--- config.mk ---
export PLATFORM = sky130hd
export DESIGN_NAME = MemArbiter
export DESIGN_NICKNAME = d
export VERILOG_FILES = /design/src/mipsMemPkg.sv /design/src/MemArbiter.sv
export SDC_FILE = /design/constraint.sdc
export NUM_CORES = 1
export LEC_CHECK = 0
export BUFFER_PORTS_ARGS = -buffer_cell sky130_fd_sc_hd__buf_2
export CORE_MARGIN = 8
export CORE_UTILIZATION = 25
export DETAILED_ROUTE_END_ITERATION = 10
export GPL_ROUTABILITY_DRIVEN = 0
export PLACE_DENSITY = 0.8
export SLEW_MARGIN = 20
export SYNTH_ARGS = -nofsm -noshare
export SYNTH_HDL_FRONTEND = slang
export SYNTH_SLANG_ARGS = --single-unit
--- constraint.sdc ---
create_clock -name Clock -period 1.7 [get_ports Clock]
set_clock_uncertainty 0.2 [all_clocks]
set_input_delay 0.17 -clock Clock [delete_from_list [all_inputs] [get_ports Clock]]
set_output_delay 0.17 -clock Clock [all_outputs]
set_load 0.01 [all_outputs]
--- src/mipsMemPkg.sv ---
package mipsMemPkg;

    // Memory geometry
    localparam int DataWidth     = 32;    // Word width, also the width of every data bus
    localparam int MemWords      = 4096;  // Words in the data memory
    localparam int WordAddrWidth = 12;    // Index into the word array

    // Access size carried on the ByteSig lines
    // Code 11 is not used and leaves memory untouched
    typedef enum logic [1:0] {
        AccWord = 2'b00,  // lw / sw
        AccHalf = 2'b01,  // lh / sh
        AccByte = 2'b10   // lb / sb
    } accessSize_e;

    // Copy engine states
    typedef enum logic [1:0] {
        CopyIdle  = 2'b00,  // Waiting for a start pulse
        CopyRead  = 2'b01,  // Source read requested
        CopyWrite = 2'b10,  // Data capture, then destination write
        CopyDone  = 2'b11   // One-cycle end marker
    } copyState_e;

endpackage
--- src/MemArbiter.sv ---
`timescale 1ns/100ps

module MemArbiter (
    input  logic                             Clock,
    input  logic                             rst,
    // Processor request
    input  logic [mipsMemPkg::DataWidth-1:0] CpuAddress,
    input  logic [mipsMemPkg::DataWidth-1:0] CpuWriteData,
    input  logic                             CpuMemRead,
    input  logic                             CpuMemWrite,
    input  logic [1:0]                       CpuByteSig,
    // Copy engine request, always word sized
    input  logic [mipsMemPkg::DataWidth-1:0] CopyAddress,
    input  logic [mipsMemPkg::DataWidth-1:0] CopyWriteData,
    input  logic                             CopyMemRead,
    input  logic                             CopyMemWrite,
    output logic                             CpuStall,
    output logic                             CopyStall,
    // Shared memory port
    output logic [mipsMemPkg::DataWidth-1:0] MemAddress,
    output logic [mipsMemPkg::DataWidth-1:0] MemWriteData,
    output logic                             MemRead,
    output logic                             MemWrite,
    output logic [1:0]                       MemByteSig
);

    logic cpuReq;         // Processor asks this cycle
    logic copyReq;        // Copy engine asks this cycle
    logic grantCpu;
    logic grantCopy;
    logic lastGrantCopy;  // 1 when the copy engine won most recently

    assign cpuReq  = CpuMemRead | CpuMemWrite;
    assign copyReq = CopyMemRead | CopyMemWrite;

    // Copy wins alone, or on a tie when the processor had the last grant
    assign grantCopy = copyReq & (~cpuReq | ~lastGrantCopy);
    assign grantCpu  = cpuReq & ~grantCopy;

    assign CpuStall  = cpuReq & ~grantCpu;
    assign CopyStall = copyReq & ~grantCopy;

    // Winner steered onto the memory port
    assign MemAddress   = grantCopy ? CopyAddress : CpuAddress;
    assign MemWriteData = grantCopy ? CopyWriteData : CpuWriteData;
    assign MemRead      = grantCopy ? CopyMemRead : (grantCpu & CpuMemRead);
    assign MemWrite     = grantCopy ? CopyMemWrite : (grantCpu & CpuMemWrite);
    assign MemByteSig   = grantCopy ? mipsMemPkg::AccWord : CpuByteSig;

    // Round-robin history
    always_ff @(posedge Clock) begin
        if (rst) begin
            lastGrantCopy <= 1'b1;   // Processor is favoured first
        end else if (grantCpu) begin
            lastGrantCopy <= 1'b0;
        end else if (grantCopy) begin
            lastGrantCopy <= 1'b1;
        end
    end

endmodule

==> results.txt <==
- The final layout contains routed wiring with a total length of 7410 um.
* Outcome: complete, but fails checks
- Leaving out fill and tap cells, the most frequent cell in the layout is sky130_fd_sc_hd__buf_2.
* Global-route wire length before repair: 8710 um
- Measured along the x axis, the die boundary spans 80.8 um.
- For this design, the CTS-stage hold fixing added 0 buffers.
- Placed insts: 343
* Number of cells produced by synthesis: 89
- In the layout the commonest cells are sky130_fd_sc_hd__buf_2 (148), sky130_fd_sc_hd__mux2_4 (60), sky130_fd_sc_hd__buf_6 (58).
- Summed over all nets, the switching power comes to 0.421 mW.
* Worst hold-check path type: in -> reg
* Via count: 1654
- Post-synth cell types: 16
* Cell area after synthesis: 1050 um2
- Share of total power in sequential cells: 2.3%
- Max-cap violations in this run came to 0.
- After layout, the worst setup slack is -0.0361 ns.
* Share of cells above drive strength 1: 94.8%
- The checks that failed: negative setup slack.
- Routed Antenna Nets: 0
* Power Internal: 0.771 mW
- Cell-by-cell listing of the critical path: buf_6 -> o21ai_4 -> o21a_4 -> buf_8 -> clkbuf_16 -> mux2_4 -> buf_6
- Setup violations remaining at the end of the flow were counted as 16.
* Number of global-route vias before repair: 1794
- Max-slew violation count: 0
- Relative to the synthesized area, the layout overhead comes to 170%.
- Core Box Area: 4030 um2
- Flop and latch count out of synthesis: 1
- Average vias per placed instance: 4.63
* Power density of the placed cells: 421 nW/um2
- The critical path is of the in -> out type.
* Detail Placement HPWL: 5240 um
- Initial core utilization: 26.1%
- Standard-cell row count: 23
* Static Leak: 1.61 nW
- Detailed router's first-iteration violation count: 31
- Data required time of the worst path: 1.33 ns
- Max IR drop VDD: 0.000282 V
- Dividing the detail-routed wire length by the instance count gives 20.8 um.
* Worst hold slack: 0.154 ns
- After layout, the minimum clock period comes to 1.74 ns.
- Per report_power, the combinational group accounts for 97.7% of the total.
- Switching power share of the total: 35.3%
- Clock latency on the worst-skew pair, taken at its later pin, is 0 ns.
- Max reg flops: 1
* Register area share after synthesis: 1.91%
- Synthesized area divided by synthesized cell count: 11.8 um2
* Post-layout nets: 444
- Largest regs: lastGrantCopy: 1 flops
* Clock-pin slew on the worst setup and hold paths: 0 ns
* Initial antenna violation count: 1
- Library cell appearing most often on the critical path: sky130_fd_sc_hd__buf_6
* Number of warnings printed during yosys synthesis: 0
- Relative slew margins: 87.8%
- Number of failing hold endpoints at the final stage: 0
- The number of nets handed over by synthesis was 225.
- Gr ovfl total: 0
- Minimum setup slack after placement: -0.0572 ns
* Clock power share: 0%
* Largest net degree at the start of global routing: 35
- Among all stages on the critical path, the largest delay is contributed by sky130_fd_sc_hd__mux2_4.
- The floorplan step set the die height to 80.8 um.
- After layout, the worst path uses 102% of the clock period.
- For the pin with the worst max-slew slack, the measured transition is 0.181 ns.
* Proportion of netlist area held by the largest area contributor: 54.4%
* Setup repair after global routing missed its margin: yes
* Die area: 6530 um2
- In this design, the stage delay of the slowest critical-path cell is 0.31 ns.
- Across every metal layer, demand over resource in global routing totals 16.0%.
- Input/output buffers: 205
- Of all nets on the critical path, the largest fanout is 8.
- The synthesized design spends more area on one cell type than any other, namely sky130_fd_sc_hd__mux2_4.
- STA classifies the critical path endpoint as an output port.
- Data on the critical path arrives at its endpoint at 1.37 ns.
* Final routed DRC violation total: 0
- Nature of the critical path startpoint: primary input
* Register name with the most flops: lastGrantCopy
- Number of search-and-repair iterations in the first detailed-routing pass: 4
- 206 I/O pins were placed.
* Post-route non-filler standard cell count: 357
- Max Clk Rate: 0.576 GHz
- Yosys attributes the largest share of cell area to sky130_fd_sc_hd__mux2_4 (54%), sky130_fd_sc_hd__mux2_2 (28%), sky130_fd_sc_hd__buf_6 (5.4%).
[per-stage QoR]
step | util [%] | area (um2) | total power [mW] | setup TNS (ns)
after detailed placement | 53.4 | 2150 | 0.822 | -0.887
after global routing | 70.3 | 2830 | 1.25 | -1.71
after floorplan | - | 1050 | 0.471 | 0
after global placement | 53.4 | 2150 | 0.808 | -0.585
final | 70.3 | 2830 | 1.19 | -0.308
after CTS | 55.9 | 2250 | 0.879 | -0.856
[cells in the mapped netlist]
| master | n |
|---|---|
| sky130_fd_sc_hd__a211oi_1 | 1 |
| sky130_fd_sc_hd__a21o_1 | 1 |
| sky130_fd_sc_hd__a21oi_1 | 2 |
| sky130_fd_sc_hd__a31oi_1 | 2 |
| sky130_fd_sc_hd__buf_2 | 2 |
| sky130_fd_sc_hd__buf_6 | 5 |
| sky130_fd_sc_hd__dfxtp_1 | 1 |
| sky130_fd_sc_hd__inv_1 | 2 |
| sky130_fd_sc_hd__mux2_2 | 26 |
| sky130_fd_sc_hd__mux2_4 | 38 |
| sky130_fd_sc_hd__nand2b_1 | 2 |
| sky130_fd_sc_hd__nor2_1 | 2 |
| sky130_fd_sc_hd__nor2b_1 | 2 |
| sky130_fd_sc_hd__o21a_1 | 1 |
| sky130_fd_sc_hd__o21ai_2 | 1 |
| sky130_fd_sc_hd__or3_1 | 1 |
[cell type report]
cell class              count  area [um2]
multi-input cells          79        1050
repair buffers            224        1690
well taps                  50        62.6
fillers                   295        1200
diodes                      1        2.50
inverters                   2        7.51
flip-flops and latches      1        20.0
[worst max-delay path: cells and delay by family]
kind,cells,cell delay [ns]
AO/OA/AOI/OAI,2,0.34
buffers and inverters,4,0.53
multiplexers,1,0.31
[power groups by stage]
stage | clock, mW | combinational, mW | sequential, mW
3_5_place_dp | 0 | 0.794 | 0.0275
6_report | 0.0000000790 | 1.16 | 0.0280
3_3_place_gp | 0 | 0.781 | 0.0273
5_1_grt | 0.0000000788 | 1.22 | 0.0283
2_1_floorplan | 0 | 0.443 | 0.0286
4_1_cts | 0 | 0.851 | 0.0275
[kinds of logic after synthesis]
kind of cell | synth area share (%)
AND/OR/NAND/NOR | 3.70
flip-flops | 1.91
buffers and inverters | 7.03
AO/OA/AOI/OAI | 5.13
multiplexers | 82.2
[what timing repair did]
item / in CTS / in global routing
gates cloned: 0 / 6
gates resized for setup: 17 / 75
endpoints found under the setup margin: 42 / 64
pin swaps: 1 / 1
setup buffers: 0 / 7
[final timing paths]
| check | start | slack (ns) | cells past startpoint | endpoint |
|---|---|---|---|---|
| setup reg to reg | lastGrantCopy$_SDFFE_PP1P_ | 0.38 | 3 | lastGrantCopy$_SDFFE_PP1P_ |
| hold / removal | rst | 0.15 | 2 | lastGrantCopy$_SDFFE_PP1P_ |
| hold reg to reg | lastGrantCopy$_SDFFE_PP1P_ | 0.42 | 3 | lastGrantCopy$_SDFFE_PP1P_ |
| setup / recovery | CpuMemRead | -0.04 | 7 | MemWriteData[6] |
[layer usage]
layer  track usage, %  share of wire, %
met5                0                 0
met4             1.25               1.3
met3             5.08                11
met2             33.0                53
met1             15.4                35
No activity file was read; power rests on OpenSTA's default activity.
