File: config.mk
export PLATFORM = sky130hd
export DESIGN_NAME = BlockCopy
export DESIGN_NICKNAME = d
export VERILOG_FILES = /design/src/mipsMemPkg.sv /design/src/BlockCopy.sv
export SDC_FILE = /design/constraint.sdc
export NUM_CORES = 1
export LEC_CHECK = 0
export BUFFER_PORTS_ARGS = -buffer_cell sky130_fd_sc_hd__buf_2
export CELL_PAD_IN_SITES_DETAIL_PLACEMENT = 0
export CELL_PAD_IN_SITES_GLOBAL_PLACEMENT = 1
export CORE_AREA = 5 5 107 184
export CTS_BUF_LIST = sky130_fd_sc_hd__clkbuf_2 sky130_fd_sc_hd__clkbuf_4 sky130_fd_sc_hd__clkbuf_8
export CTS_CLUSTER_SIZE = 16
export DETAILED_ROUTE_END_ITERATION = 8
export DIE_AREA = 0 0 112 189
export PLACE_DENSITY = 0.75
export SETUP_SLACK_MARGIN = 0.05
export SLEW_MARGIN = 20
export SYNTH_ARGS = -nofsm -noshare
export SYNTH_HDL_FRONTEND = slang
export SYNTH_SLANG_ARGS = --single-unit
File: constraint.sdc
create_clock -name Clock -period 12.6 [get_ports Clock]
set_input_delay 1.89 -clock Clock [delete_from_list [all_inputs] [get_ports Clock]]
set_output_delay 1.89 -clock Clock [all_outputs]
set_load 0.02 [all_outputs]
File: src/mipsMemPkg.sv
package mipsMemPkg;

    // Memory geometry
    localparam int DataWidth     = 32;    // Word width, also the width of every data bus
    localparam int MemWords      = 4096;  // Words in the data memory
    localparam int WordAddrWidth = 12;    // Index into the word array

    // Access size carried on the ByteSig lines
    // Code 11 is not used and leaves memory untouched
    typedef enum logic [1:0] {
        AccWord = 2'b00,  // lw / sw
        AccHalf = 2'b01,  // lh / sh
        AccByte = 2'b10   // lb / sb
    } accessSize_e;

    // Copy engine states
    typedef enum logic [1:0] {
        CopyIdle  = 2'b00,  // Waiting for a start pulse
        CopyRead  = 2'b01,  // Source read requested
        CopyWrite = 2'b10,  // Data capture, then destination write
        CopyDone  = 2'b11   // One-cycle end marker
    } copyState_e;

endpackage
File: src/BlockCopy.sv
`timescale 1ns/100ps

module BlockCopy (
    input  logic                                 Clock,
    input  logic                                 rst,
    input  logic                                 CopyStart,      // One-cycle pulse
    input  logic [mipsMemPkg::DataWidth-1:0]     CopySrc,        // Word-aligned source
    input  logic [mipsMemPkg::DataWidth-1:0]     CopyDst,        // Word-aligned destination
    input  logic [mipsMemPkg::WordAddrWidth:0]   CopyCount,      // Words to move
    input  logic                                 CopyStall,      // Request not granted
    input  logic [mipsMemPkg::DataWidth-1:0]     ReadData,       // Shared read bus
    output logic [mipsMemPkg::DataWidth-1:0]     CopyAddress,
    output logic [mipsMemPkg::DataWidth-1:0]     CopyWriteData,
    output logic                                 CopyMemRead,
    output logic                                 CopyMemWrite,
    output logic                                 CopyBusy,
    output logic                                 CopyDone
);

    mipsMemPkg::copyState_e                state;
    logic                                  readPending;  // Granted read, data due this cycle
    logic [mipsMemPkg::DataWidth-1:0]      srcAddr;
    logic [mipsMemPkg::DataWidth-1:0]      dstAddr;
    logic [mipsMemPkg::DataWidth-1:0]      dataReg;      // Word in flight
    logic [mipsMemPkg::WordAddrWidth:0]    wordsLeft;
    logic                                  lastWord;

    assign lastWord = (wordsLeft == {{mipsMemPkg::WordAddrWidth{1'b0}}, 1'b1});

    // Request lines held steady while stalled
    assign CopyAddress   = (state == mipsMemPkg::CopyWrite) ? dstAddr : srcAddr;
    assign CopyWriteData = dataReg;
    assign CopyMemRead   = (state == mipsMemPkg::CopyRead);
    assign CopyMemWrite  = (state == mipsMemPkg::CopyWrite) & ~readPending;

    assign CopyBusy = (state != mipsMemPkg::CopyIdle);
    assign CopyDone = (state == mipsMemPkg::CopyDone);

    always_ff @(posedge Clock) begin
        if (rst) begin
            state       <= mipsMemPkg::CopyIdle;
            readPending <= 1'b0;
        end else begin
            case (state)
                mipsMemPkg::CopyIdle: begin
                    if (CopyStart) begin
                        srcAddr   <= CopySrc;
                        dstAddr   <= CopyDst;
                        wordsLeft <= CopyCount;
                        if (CopyCount == '0) begin
                            state <= mipsMemPkg::CopyDone;    // Nothing to move
                        end else begin
                            state <= mipsMemPkg::CopyRead;
                        end
                    end
                end
                mipsMemPkg::CopyRead: begin
                    if (!CopyStall) begin                     // Read granted this edge
                        readPending <= 1'b1;
                        state       <= mipsMemPkg::CopyWrite;
                    end
                end
                mipsMemPkg::CopyWrite: begin
                    if (readPending) begin
                        dataReg     <= ReadData;              // Source word arrives
                        readPending <= 1'b0;
                    end else if (!CopyStall) begin            // Write granted
                        srcAddr   <= srcAddr + 32'd4;
                        dstAddr   <= dstAddr + 32'd4;
                        wordsLeft <= wordsLeft - 1'b1;
                        if (lastWord) begin
                            state <= mipsMemPkg::CopyDone;
                        end else begin
                            state <= mipsMemPkg::CopyRead;
                        end
                    end
                end
                mipsMemPkg::CopyDone: begin
                    state <= mipsMemPkg::CopyIdle;            // Done pulse lasts one cycle
                end
                default: begin
                    state <= mipsMemPkg::CopyIdle;
                end
            endcase
        end
    end

endmodule

==> flow_metrics.tcl, run 1 <==
set metrics [dict create \
    global_route_wire_length_before_repair_microns 27000 \
    design.core.area_sq_mm 0.0180 \
    min_delay_worst_endpoint "readPending$_SDFFE_PP0P_" \
    floorplan_die_height_microns 189 \
    post_synth_num_cell_types 45 \
    vias_per_cell 5.15 \
    worstSkewPairLatency_ps 390 \
    routedWlPerCell_microns 16.8 \
    setup.worst_path.start_class "register" \
    tritoncts.num_buffers 9 \
    drt_iter0_markers 252 \
    outcome "completed" \
    number_of_enable_type_register_cells_in_the_synthesized_netlist 109 \
    min-delay-start "readPending$_SDFFE_PP0P_" \
    share_of_post_route_cells_with_drive_strength_above_1 0.262 \
    tritoncts "built" \
    arrival_ps 2570 \
    firstDrtPassIters 5 \
    p_per_area_mw_per_mm2 113 \
    worst_hold_path.num_cells 2 \
    synth_ff_type "edfxtp_1" \
    setup.worst_path.end_class "output pin" \
    final_common_cell "buf_2" \
    rr_startpoint "srcAddr[6]$_DFFE_PP_" \
    ys_async_sr_fraction 0 \
    class_of_the_tightest_hold_or_removal_check "register to register" \
    ant_nets 0 \
    wire_length_reported_by_the_detailed_router_microns 17300 \
    cts.hold.buffers_added 0 \
    overall_via_count_from_detail_route 5320 \
    yosys_register_bits 112 \
    min_period_over_period 0.354 \
    finalInstanceArea_sq_mm 0.00747 \
    grt.total_usage 0.158 \
    fp-row-count 65 \
    overflow 0 \
    post_synthesis_cell_area_sq_mm 0.00617 \
    num_io_pins 181 \
    clock-root-buffer "clkbuf_8" \
    finalHoldViolCount 0 \
    syn-num-nets 756 \
    sequential_share_of_the_synthesized_area 0.540 \
    initial_utilization 0.343 \
    criticalPathCategory "register to output pin" \
    gp_congestion 0.793 \
    setup_violators_final 0 \
    path_clk_slew_ps 120 \
    area_growth_syn_to_layout_pct 21.1 \
    maxCapViolCount 0 \
    grt_start_max_net_pins 90 \
    leakage_power_figure_nw 2.85 \
    dp_hpwl_microns 12800 \
    antennaDiodeCount 0 \
    place.port_buffers 180 \
    max-clock-path-buffers 2 \
    r2r.worst_path.cells 4 \
    ys.warnings.count 0 \
    die_width_microns 112 \
    syn_inst 639 \
    layout_common_cells "buf_2 (180), nand2_1 (147), edfxtp_1 (109)" \
    dp_cells 1017 \
    fmaxAchievable_ghz 0.224 \
    final_cells 1033 \
    post_synth.cell_area_avg_sq_um 9.66 \
    synthDominantCellAreaShare 0.530 \
    yosys.area.top_type "edfxtp_1" \
    synth_top_cells_by_area "edfxtp_1 (53%), nand2_1 (8.9%), o21ai_0 (4.7%)" \
    fin_tns_setup_ps 0 \
    cts-htree-levels 3 \
    cts.sinks 112 \
    grt_pass1_vias 5192 \
    reg2reg_setup_slack_ps 10070 \
    drv_slew 0 \
    timing.max_slew.rel_slack 0.311 \
    total_power_mw 0.844 \
    post_cts_resize_count 0 \
    final_util 0.416 \
    timing.final.crit_period_ps 4460 \
    number_of_nets_in_the_layout 911 \
    vdd_ir_drop_max_mv 0.0517 \
    critical_path_peak_fanout 89 \
    number_of_antenna_violations_at_the_first_check_in_global_routing 0 \
    post-route-drc-count 0 \
    clock_skew_ps 20.8 \
    slew_at_the_pin_with_the_worst_max_slew_slack_ps 1030 \
    cp_data_required_time_ps 10710 \
    fp.dieArea_sq_mm 0.0212 \
    post-cts-setup-buffer-count 0 \
    detailed_place.area_sq_mm 0.00726 \
    timing.rr.end "srcAddr[22]$_DFFE_PP_" \
    grt_setup_unrepaired "false" \
]
-- through the flow --
| step | hold slack (ps) | setup slack, ps |
|---|---|---|
| after global placement | 551 | 8550 |
| after detailed placement | 563 | 8540 |
| after CTS | 593 | 8090 |
| final | 593 | 8140 |
| after floorplan | 516 | 4930 |
| after global routing | 639 | 7830 |
-- cell families (layout without fill, tap and decap cells) --
group                    count (synthesis)  after routing  synth area share
AO/OA/AOI/OAI                          114            114             0.110
XOR/XNOR                                36             36            0.0511
adder cells (fa/ha/maj)                  4              4           0.00811
buffers and inverters                   51            211            0.0324
flip-flops                             112            112             0.540
multiplexers                             1              1           0.00162
AND/OR/NAND/NOR                        321            321             0.257
-- flip-flops by register name, summed over array words and instances, names as in the netlist --
signal / flops
CopyWriteData: 32
wordsLeft: 13
srcAddr: 32
dstAddr: 32
state: 2
readPending: 1
-- metal layers --
| layer | GRT usage | vias to the layer above | wire length (microns) |
|---|---|---|---|
| met5 | 0 | - | 0 |
| met4 | 0.0426 | 0 | 213 |
| met3 | 0.0217 | 12 | 866 |
| met2 | 0.303 | 140 | 9370 |
| met1 | 0.182 | 2496 | 6880 |
| li1 | - | 2672 | - |
-- worst max path at each step --
stage	cells after the start	to	startpoint	slack, ps
6_report	5	CopyAddress[2]	state[0]$_SDFFE_PP0P_	8140
5_1_grt	5	CopyAddress[13]	state[0]$_SDFFE_PP0P_	7830
4_1_cts	5	CopyAddress[2]	state[0]$_SDFFE_PP0P_	8090
3_5_place_dp	5	CopyAddress[2]	state[0]$_SDFFE_PP0P_	8540
3_3_place_gp	5	CopyAddress[1]	state[1]$_SDFFE_PP0P_	8550
2_1_floorplan	3	dstAddr[10]$_DFFE_PP_	CopyStall	4930
-- critical path, stage by stage, from the launching register on --
cell and delay (ps):
dfxtp_1 530, nand2b_4 510, buf_4 690, nand2_1 110
nand2_1 130, buf_2 180
-- area by class of cell --
cell class / instances / area [sq um]
clock inverters: 7 / 86.3
inverters: 11 / 41.3
multi-input cells: 476 / 2660
flip-flops and latches: 112 / 3330
clock buffers: 9 / 124
repair buffers: 184 / 931
well taps: 234 / 293
fillers: 1854 / 10500
-- cells in the mapped netlist, drive strengths merged (2+ instances only) --
cell	instances
nand2	147
edfxtp	109
o21ai	58
nor2	39
clkbuf	31
a31oi	27
nand4	26
nand3	25
or4	20
xnor2	20
xor2	16
or3	14
o31ai	13
inv	11
nor4	11
buf	9
and3	8
nor3	7
and2	6
and4	6
ha	4
nor3b	4
dfxtp	3
nor2b	3
a211oi	2
a21oi	2
a2bb2oi	2
nand2b	2
o211ai	2
o31a	2
o41ai	2
-- where the power goes --
part | switching [mW] | internal (mW)
Combinational | 0.0973 | 0.0574
Sequential | 0.0265 | 0.439
Clock | 0.143 | 0.0804
Total | 0.267 | 0.577
(Power assumes the default switching activity.)
==> inputs of run 2 (changes only) <==
==> constraint.sdc (replaced) <==
create_clock -name Clock -period 4.5 [get_ports Clock]
set_input_delay 0.675 -clock Clock [delete_from_list [all_inputs] [get_ports Clock]]
set_output_delay 0.675 -clock Clock [all_outputs]
set_load 0.02 [all_outputs]
==> run 2 against run 1 <==
  * Utilization increased by 0.15 points
  * Sequential share of layout area decreased by 0.16 points
  * Sequential cell count unchanged
  * Combinational power increased to 2.9 times the previous value
  * Clock power increased to 2.8 times the previous value
  * Critical path type unchanged
  * First-iteration DRC count increased by 2.4%
  * Critical endpoint is now CopyMemWrite
  * Final cell count about the same
==> flow_metrics.tcl, run 2 (synthesis results as in run 1) <==
set metrics [dict create \
    outcome "completed" \
    clock_skew_ps 20.3 \
    worstSkewPairLatency_ps 390 \
    share_of_post_route_cells_with_drive_strength_above_1 0.263 \
    tritoncts "built" \
    class_of_the_tightest_hold_or_removal_check "input pin to register" \
    ant_nets 0 \
    wire_length_reported_by_the_detailed_router_microns 17100 \
    number_of_nets_in_the_layout 912 \
    comb_power_share 0.186 \
    finalHoldViolCount 0 \
    vias_per_cell 5.18 \
    p_sw_mw 0.759 \
    grt_setup_unrepaired "false" \
    layout_common_cells "buf_2 (180), nand2_1 (147), edfxtp_1 (109)" \
    design.core.area_sq_mm 0.0180 \
    drt_iter0_markers 258 \
    total_power_mw 2.38 \
    grt.total_usage 0.157 \
    antennaDiodeCount 0 \
    timing.max_slew.rel_slack 0.447 \
    vdd_ir_drop_max_mv 0.157 \
    criticalPathCategory "register to output pin" \
    cp_data_required_time_ps 3830 \
    dp_cells 1018 \
    routedWlPerCell_microns 16.6 \
    critical_path_peak_fanout 83 \
    min_period_over_period 0.707 \
    cts.sinks 112 \
    final_cells 1034 \
    global_route_wire_length_before_repair_microns 26800 \
    initial_utilization 0.343 \
    gp_congestion 0.809 \
    post-route-drc-count 0 \
    clock_network_power_share 0.267 \
    clock-root-buffer "clkbuf_8" \
    post-cts-setup-buffer-count 0 \
    seqPwrFrac 0.547 \
    p_per_area_mw_per_mm2 317 \
    die_width_microns 112 \
    fp.dieArea_sq_mm 0.0212 \
    floorplan_die_height_microns 189 \
    power.switching_fraction 0.319 \
    leakage_power_figure_nw 2.86 \
    drv_slew 0 \
    final_util 0.417 \
    power_report.internal_total_mw 1.62 \
    fmaxAchievable_ghz 0.314 \
    overflow 0 \
    place.port_buffers 180 \
    path_clk_slew_ps 130 \
    max-clock-path-buffers 2 \
    timing.final.crit_period_ps 3180 \
    overall_via_count_from_detail_route 5354 \
    final_common_cell "buf_2" \
    maxCapViolCount 0 \
    grt_pass1_vias 5179 \
    arrival_ps 2510 \
    slew_at_the_pin_with_the_worst_max_slew_slack_ps 829 \
    post_cts_resize_count 0 \
    fin_tns_setup_ps 0 \
    setup_violators_final 0 \
    num_io_pins 181 \
    dp_hpwl_microns 12500 \
    cts-htree-levels 3 \
    grt_start_max_net_pins 90 \
    setup.worst_path.end_class "output pin" \
    setup.worst_path.start_class "register" \
    fp-row-count 65 \
    tritoncts.num_buffers 9 \
    number_of_antenna_violations_at_the_first_check_in_global_routing 0 \
    cts.hold.buffers_added 0 \
    area_growth_syn_to_layout_pct 21.5 \
    firstDrtPassIters 4 \
]
run 2: worst max-delay path: stages (launching register included):
cell,delay [ps]
dfxtp_1,560
nand2b_4,720
buf_4,540
nor2_1,80
buf_2,170
run 2: power groups by stage:
| stage | Clock (mW) | Combinational (mW) | Sequential [mW] |
|---|---|---|---|
| after floorplan | 0 | 0.292 | 1.30 |
| after global placement | 0 | 0.448 | 1.32 |
| after detailed placement | 0 | 0.450 | 1.32 |
| after CTS | 0.661 | 0.451 | 1.30 |
| after global routing | 0.698 | 0.497 | 1.31 |
| final | 0.635 | 0.442 | 1.30 |
run 2: final cells by class:
type | instances | area, sq um
flip-flops and latches | 112 | 3330
multi-input cells | 476 | 2670
fillers | 1891 | 10500
clock inverters | 7 | 86.3
well taps | 234 | 293
repair buffers | 185 | 951
inverters | 11 | 41.3
clock buffers | 9 | 124
run 2: metrics by stage:
| stage | hold WS [ps] | instance area [sq um] | setup WS, ps |
|---|---|---|---|
| after floorplan | 516 | 6180 | 284 |
| after global placement | 587 | 7290 | 1730 |
| after detailed placement | 586 | 7290 | 1710 |
| after CTS | 421 | 7500 | 1240 |
| after global routing | 416 | 7500 | 1060 |
| final | 454 | 7500 | 1320 |
run 2: layer usage:
metal | vias to the layer above | track usage | share of wire
li1 | 2677 | - | -
met1 | 2511 | 0.193 | 0.41
met2 | 148 | 0.281 | 0.52
met3 | 18 | 0.0249 | 0.052
met4 | 0 | 0.0518 | 0.020
met5 | - | 0 | 0
run 2: final timing paths:
check	end	startpoint	cells after the start	slack [ps]
min reg2reg	readPending$_SDFFE_PP0P_	readPending$_SDFFE_PP0P_	2	610
min	CopyWriteData[27]$_DFFE_PP_	ReadData[27]	1	450
max	CopyMemWrite	state[0]$_SDFFE_PP0P_	4	1320
max reg2reg	srcAddr[28]$_DFFE_PP_	srcAddr[6]$_DFFE_PP_	4	1960
==> inputs of run 3 (changes only) <==
==> constraint.sdc (replaced) <==
create_clock -name Clock -period 3.2 [get_ports Clock]
set_input_delay 0.48 -clock Clock [delete_from_list [all_inputs] [get_ports Clock]]
set_output_delay 0.48 -clock Clock [all_outputs]
set_load 0.02 [all_outputs]
==> run 3 against run 2 <==
  * Routed wire length increased by 3.4%
  * Clock power increased by 36%
  * Non-clock buffer count increased by 7
  * Worst setup slack got worse by 750 ps
  * Via count increased by 0.90%
  * Final cell count increased by 0.68%
  * First-iteration DRC count increased by 34%
  * Clock skew decreased by 6.7 ps
  * Die area unchanged
  * Largest power group unchanged
  * Sequential cell count unchanged
  * Worst hold slack got worse by 200 ps
  * Combinational power increased by 47%
==> flow_metrics.tcl, run 3 (synthesis results as in run 1) <==
set metrics [dict create \
    grt.total_usage 0.165 \
    design.core.area_sq_mm 0.0180 \
    power.switching_fraction 0.316 \
    post-cts-setup-buffer-count 0 \
    overflow 0 \
    grt_setup_unrepaired "false" \
    area_growth_syn_to_layout_pct 22.6 \
    class_of_the_tightest_hold_or_removal_check "input pin to register" \
    tritoncts.num_buffers 9 \
    timing.final.crit_period_ps 2630 \
    die_width_microns 112 \
    criticalPathCategory "register to output pin" \
    number_of_nets_in_the_layout 919 \
    power_report.internal_total_mw 2.28 \
    grt_start_max_net_pins 44 \
    leakage_power_figure_nw 2.91 \
    wl_met2_microns 9240 \
    routedLengthMet1_microns 7140 \
    cts.hold.buffers_added 0 \
    layout_common_cells "buf_2 (180), nand2_1 (147), edfxtp_1 (109)" \
    dr_wl_met3_microns 887 \
    maxCapViolCount 0 \
    drt_iter0_markers 346 \
    clock-root-buffer "clkbuf_8" \
    final_common_cell "buf_2" \
    gp_congestion 0.811 \
    overall_via_count_from_detail_route 5402 \
    grt_pass1_vias 5501 \
    final_util 0.421 \
    post-route-drc-count 0 \
    path_clk_slew_ps 120 \
    ant_nets 0 \
    fmaxAchievable_ghz 0.380 \
    fp-row-count 65 \
    setup_violators_final 0 \
    critical_path_peak_fanout 20 \
    post_cts_resize_count 0 \
    seqPwrFrac 0.548 \
    worstSkewPairLatency_ps 390 \
    fin_tns_setup_ps 0 \
    global_route_wire_length_before_repair_microns 28000 \
    outcome "completed" \
    floorplan_die_height_microns 189 \
    wire_length_reported_by_the_detailed_router_microns 17700 \
    finalHoldViolCount 0 \
    comb_power_share 0.194 \
    share_of_post_route_cells_with_drive_strength_above_1 0.269 \
    tritoncts "built" \
    number_of_antenna_violations_at_the_first_check_in_global_routing 1 \
    initial_utilization 0.343 \
    num_io_pins 181 \
    routedWlPerCell_microns 17.0 \
    cts.sinks 112 \
    firstDrtPassIters 5 \
    max-clock-path-buffers 2 \
    drv_slew 0 \
    maxUsedRoutingLayer "met5" \
    fp.dieArea_sq_mm 0.0212 \
    multiInputGateArea_sq_mm 0.00268 \
    cp_data_required_time_ps 2720 \
    setup.worst_path.end_class "output pin" \
    setup.worst_path.start_class "register" \
    vdd_ir_drop_max_mv 0.209 \
    vias_per_cell 5.19 \
    p_sw_mw 1.06 \
    timing.max_slew.rel_slack 0.474 \
    dp_hpwl_microns 13400 \
    regArea_sq_mm 0.00333 \
    p_per_area_mw_per_mm2 441 \
    min_period_over_period 0.823 \
    place.port_buffers 180 \
    clock_network_power_share 0.258 \
    slew_at_the_pin_with_the_worst_max_slew_slack_ps 782 \
    arrival_ps 2150 \
    antennaDiodeCount 0 \
    clock_skew_ps 13.6 \
    cts-htree-levels 3 \
    nFillCells 1901 \
]
-- run 3: cell count changes in the layout (fill, tap and decap cells not counted), moves of 2 or more --
cell / previous run / this run
clkinv_8: 3 / 1
buf_12: 1 / 3
buf_4: 4 / 9
inv_8: 1 / 3
-- run 3: power groups by stage --
stage | clock network (mW) | registers, mW | logic [mW]
floorplan | 0 | 1.82 | 0.412
global placement | 0 | 1.86 | 0.654
detailed placement | 0 | 1.86 | 0.655
CTS | 0.899 | 1.83 | 0.659
global route | 0.939 | 1.85 | 0.723
finish | 0.862 | 1.83 | 0.648
-- run 3: worst max-delay path, cell delays in order (launching register included) --
cell,delay (ps)
dfxtp_1,540
nor2b_4,470
buf_4,340
nand2_1,100
o21ai_0,100
buf_2,200
-- run 3: layout make-up --
class / count / area share
Clock buffer: 9 / 0.0164
Timing Repair Buffer: 192 / 0.136
Clock inverter: 7 / 0.00943
Tap cell: 234 / 0.0387
Sequential cell: 112 / 0.441
Multi-Input combinational cell: 476 / 0.354
Inverter: 11 / 0.00546
-- run 3: routing by layer --
metal / up-vias / global-route usage
met5: - / 0
met4: 2 / 0.0676
met2: 155 / 0.299
met3: 26 / 0.0269
li1: 2680 / -
met1: 2539 / 0.193
-- run 3: through the flow --
stage	instance area [sq um]	setup WS, ps	power (mW)	cells	hold slack (ps)
2_1_floorplan	6190	279	2.24	639	515
3_3_place_gp	7370	822	2.51	1025	581
3_5_place_dp	7370	752	2.52	1025	588
4_1_cts	7570	488	3.39	1041	223
5_1_grt	7570	370	3.51	1041	226
6_report	7570	566	3.34	1041	252
-- run 3: path summary, 6_finish.rpt --
| path | start | to | slack [ps] | depth (start not counted) |
|---|---|---|---|---|
| worst min-delay path | ReadData[8] | CopyWriteData[8]$_DFFE_PP_ | 250 | 1 |
| worst max-delay path | state[1]$_SDFFE_PP0P_ | CopyAddress[15] | 570 | 5 |
| worst min register to register | readPending$_SDFFE_PP0P_ | readPending$_SDFFE_PP0P_ | 610 | 2 |
| worst max register to register | srcAddr[6]$_DFFE_PP_ | srcAddr[23]$_DFFE_PP_ | 680 | 4 |
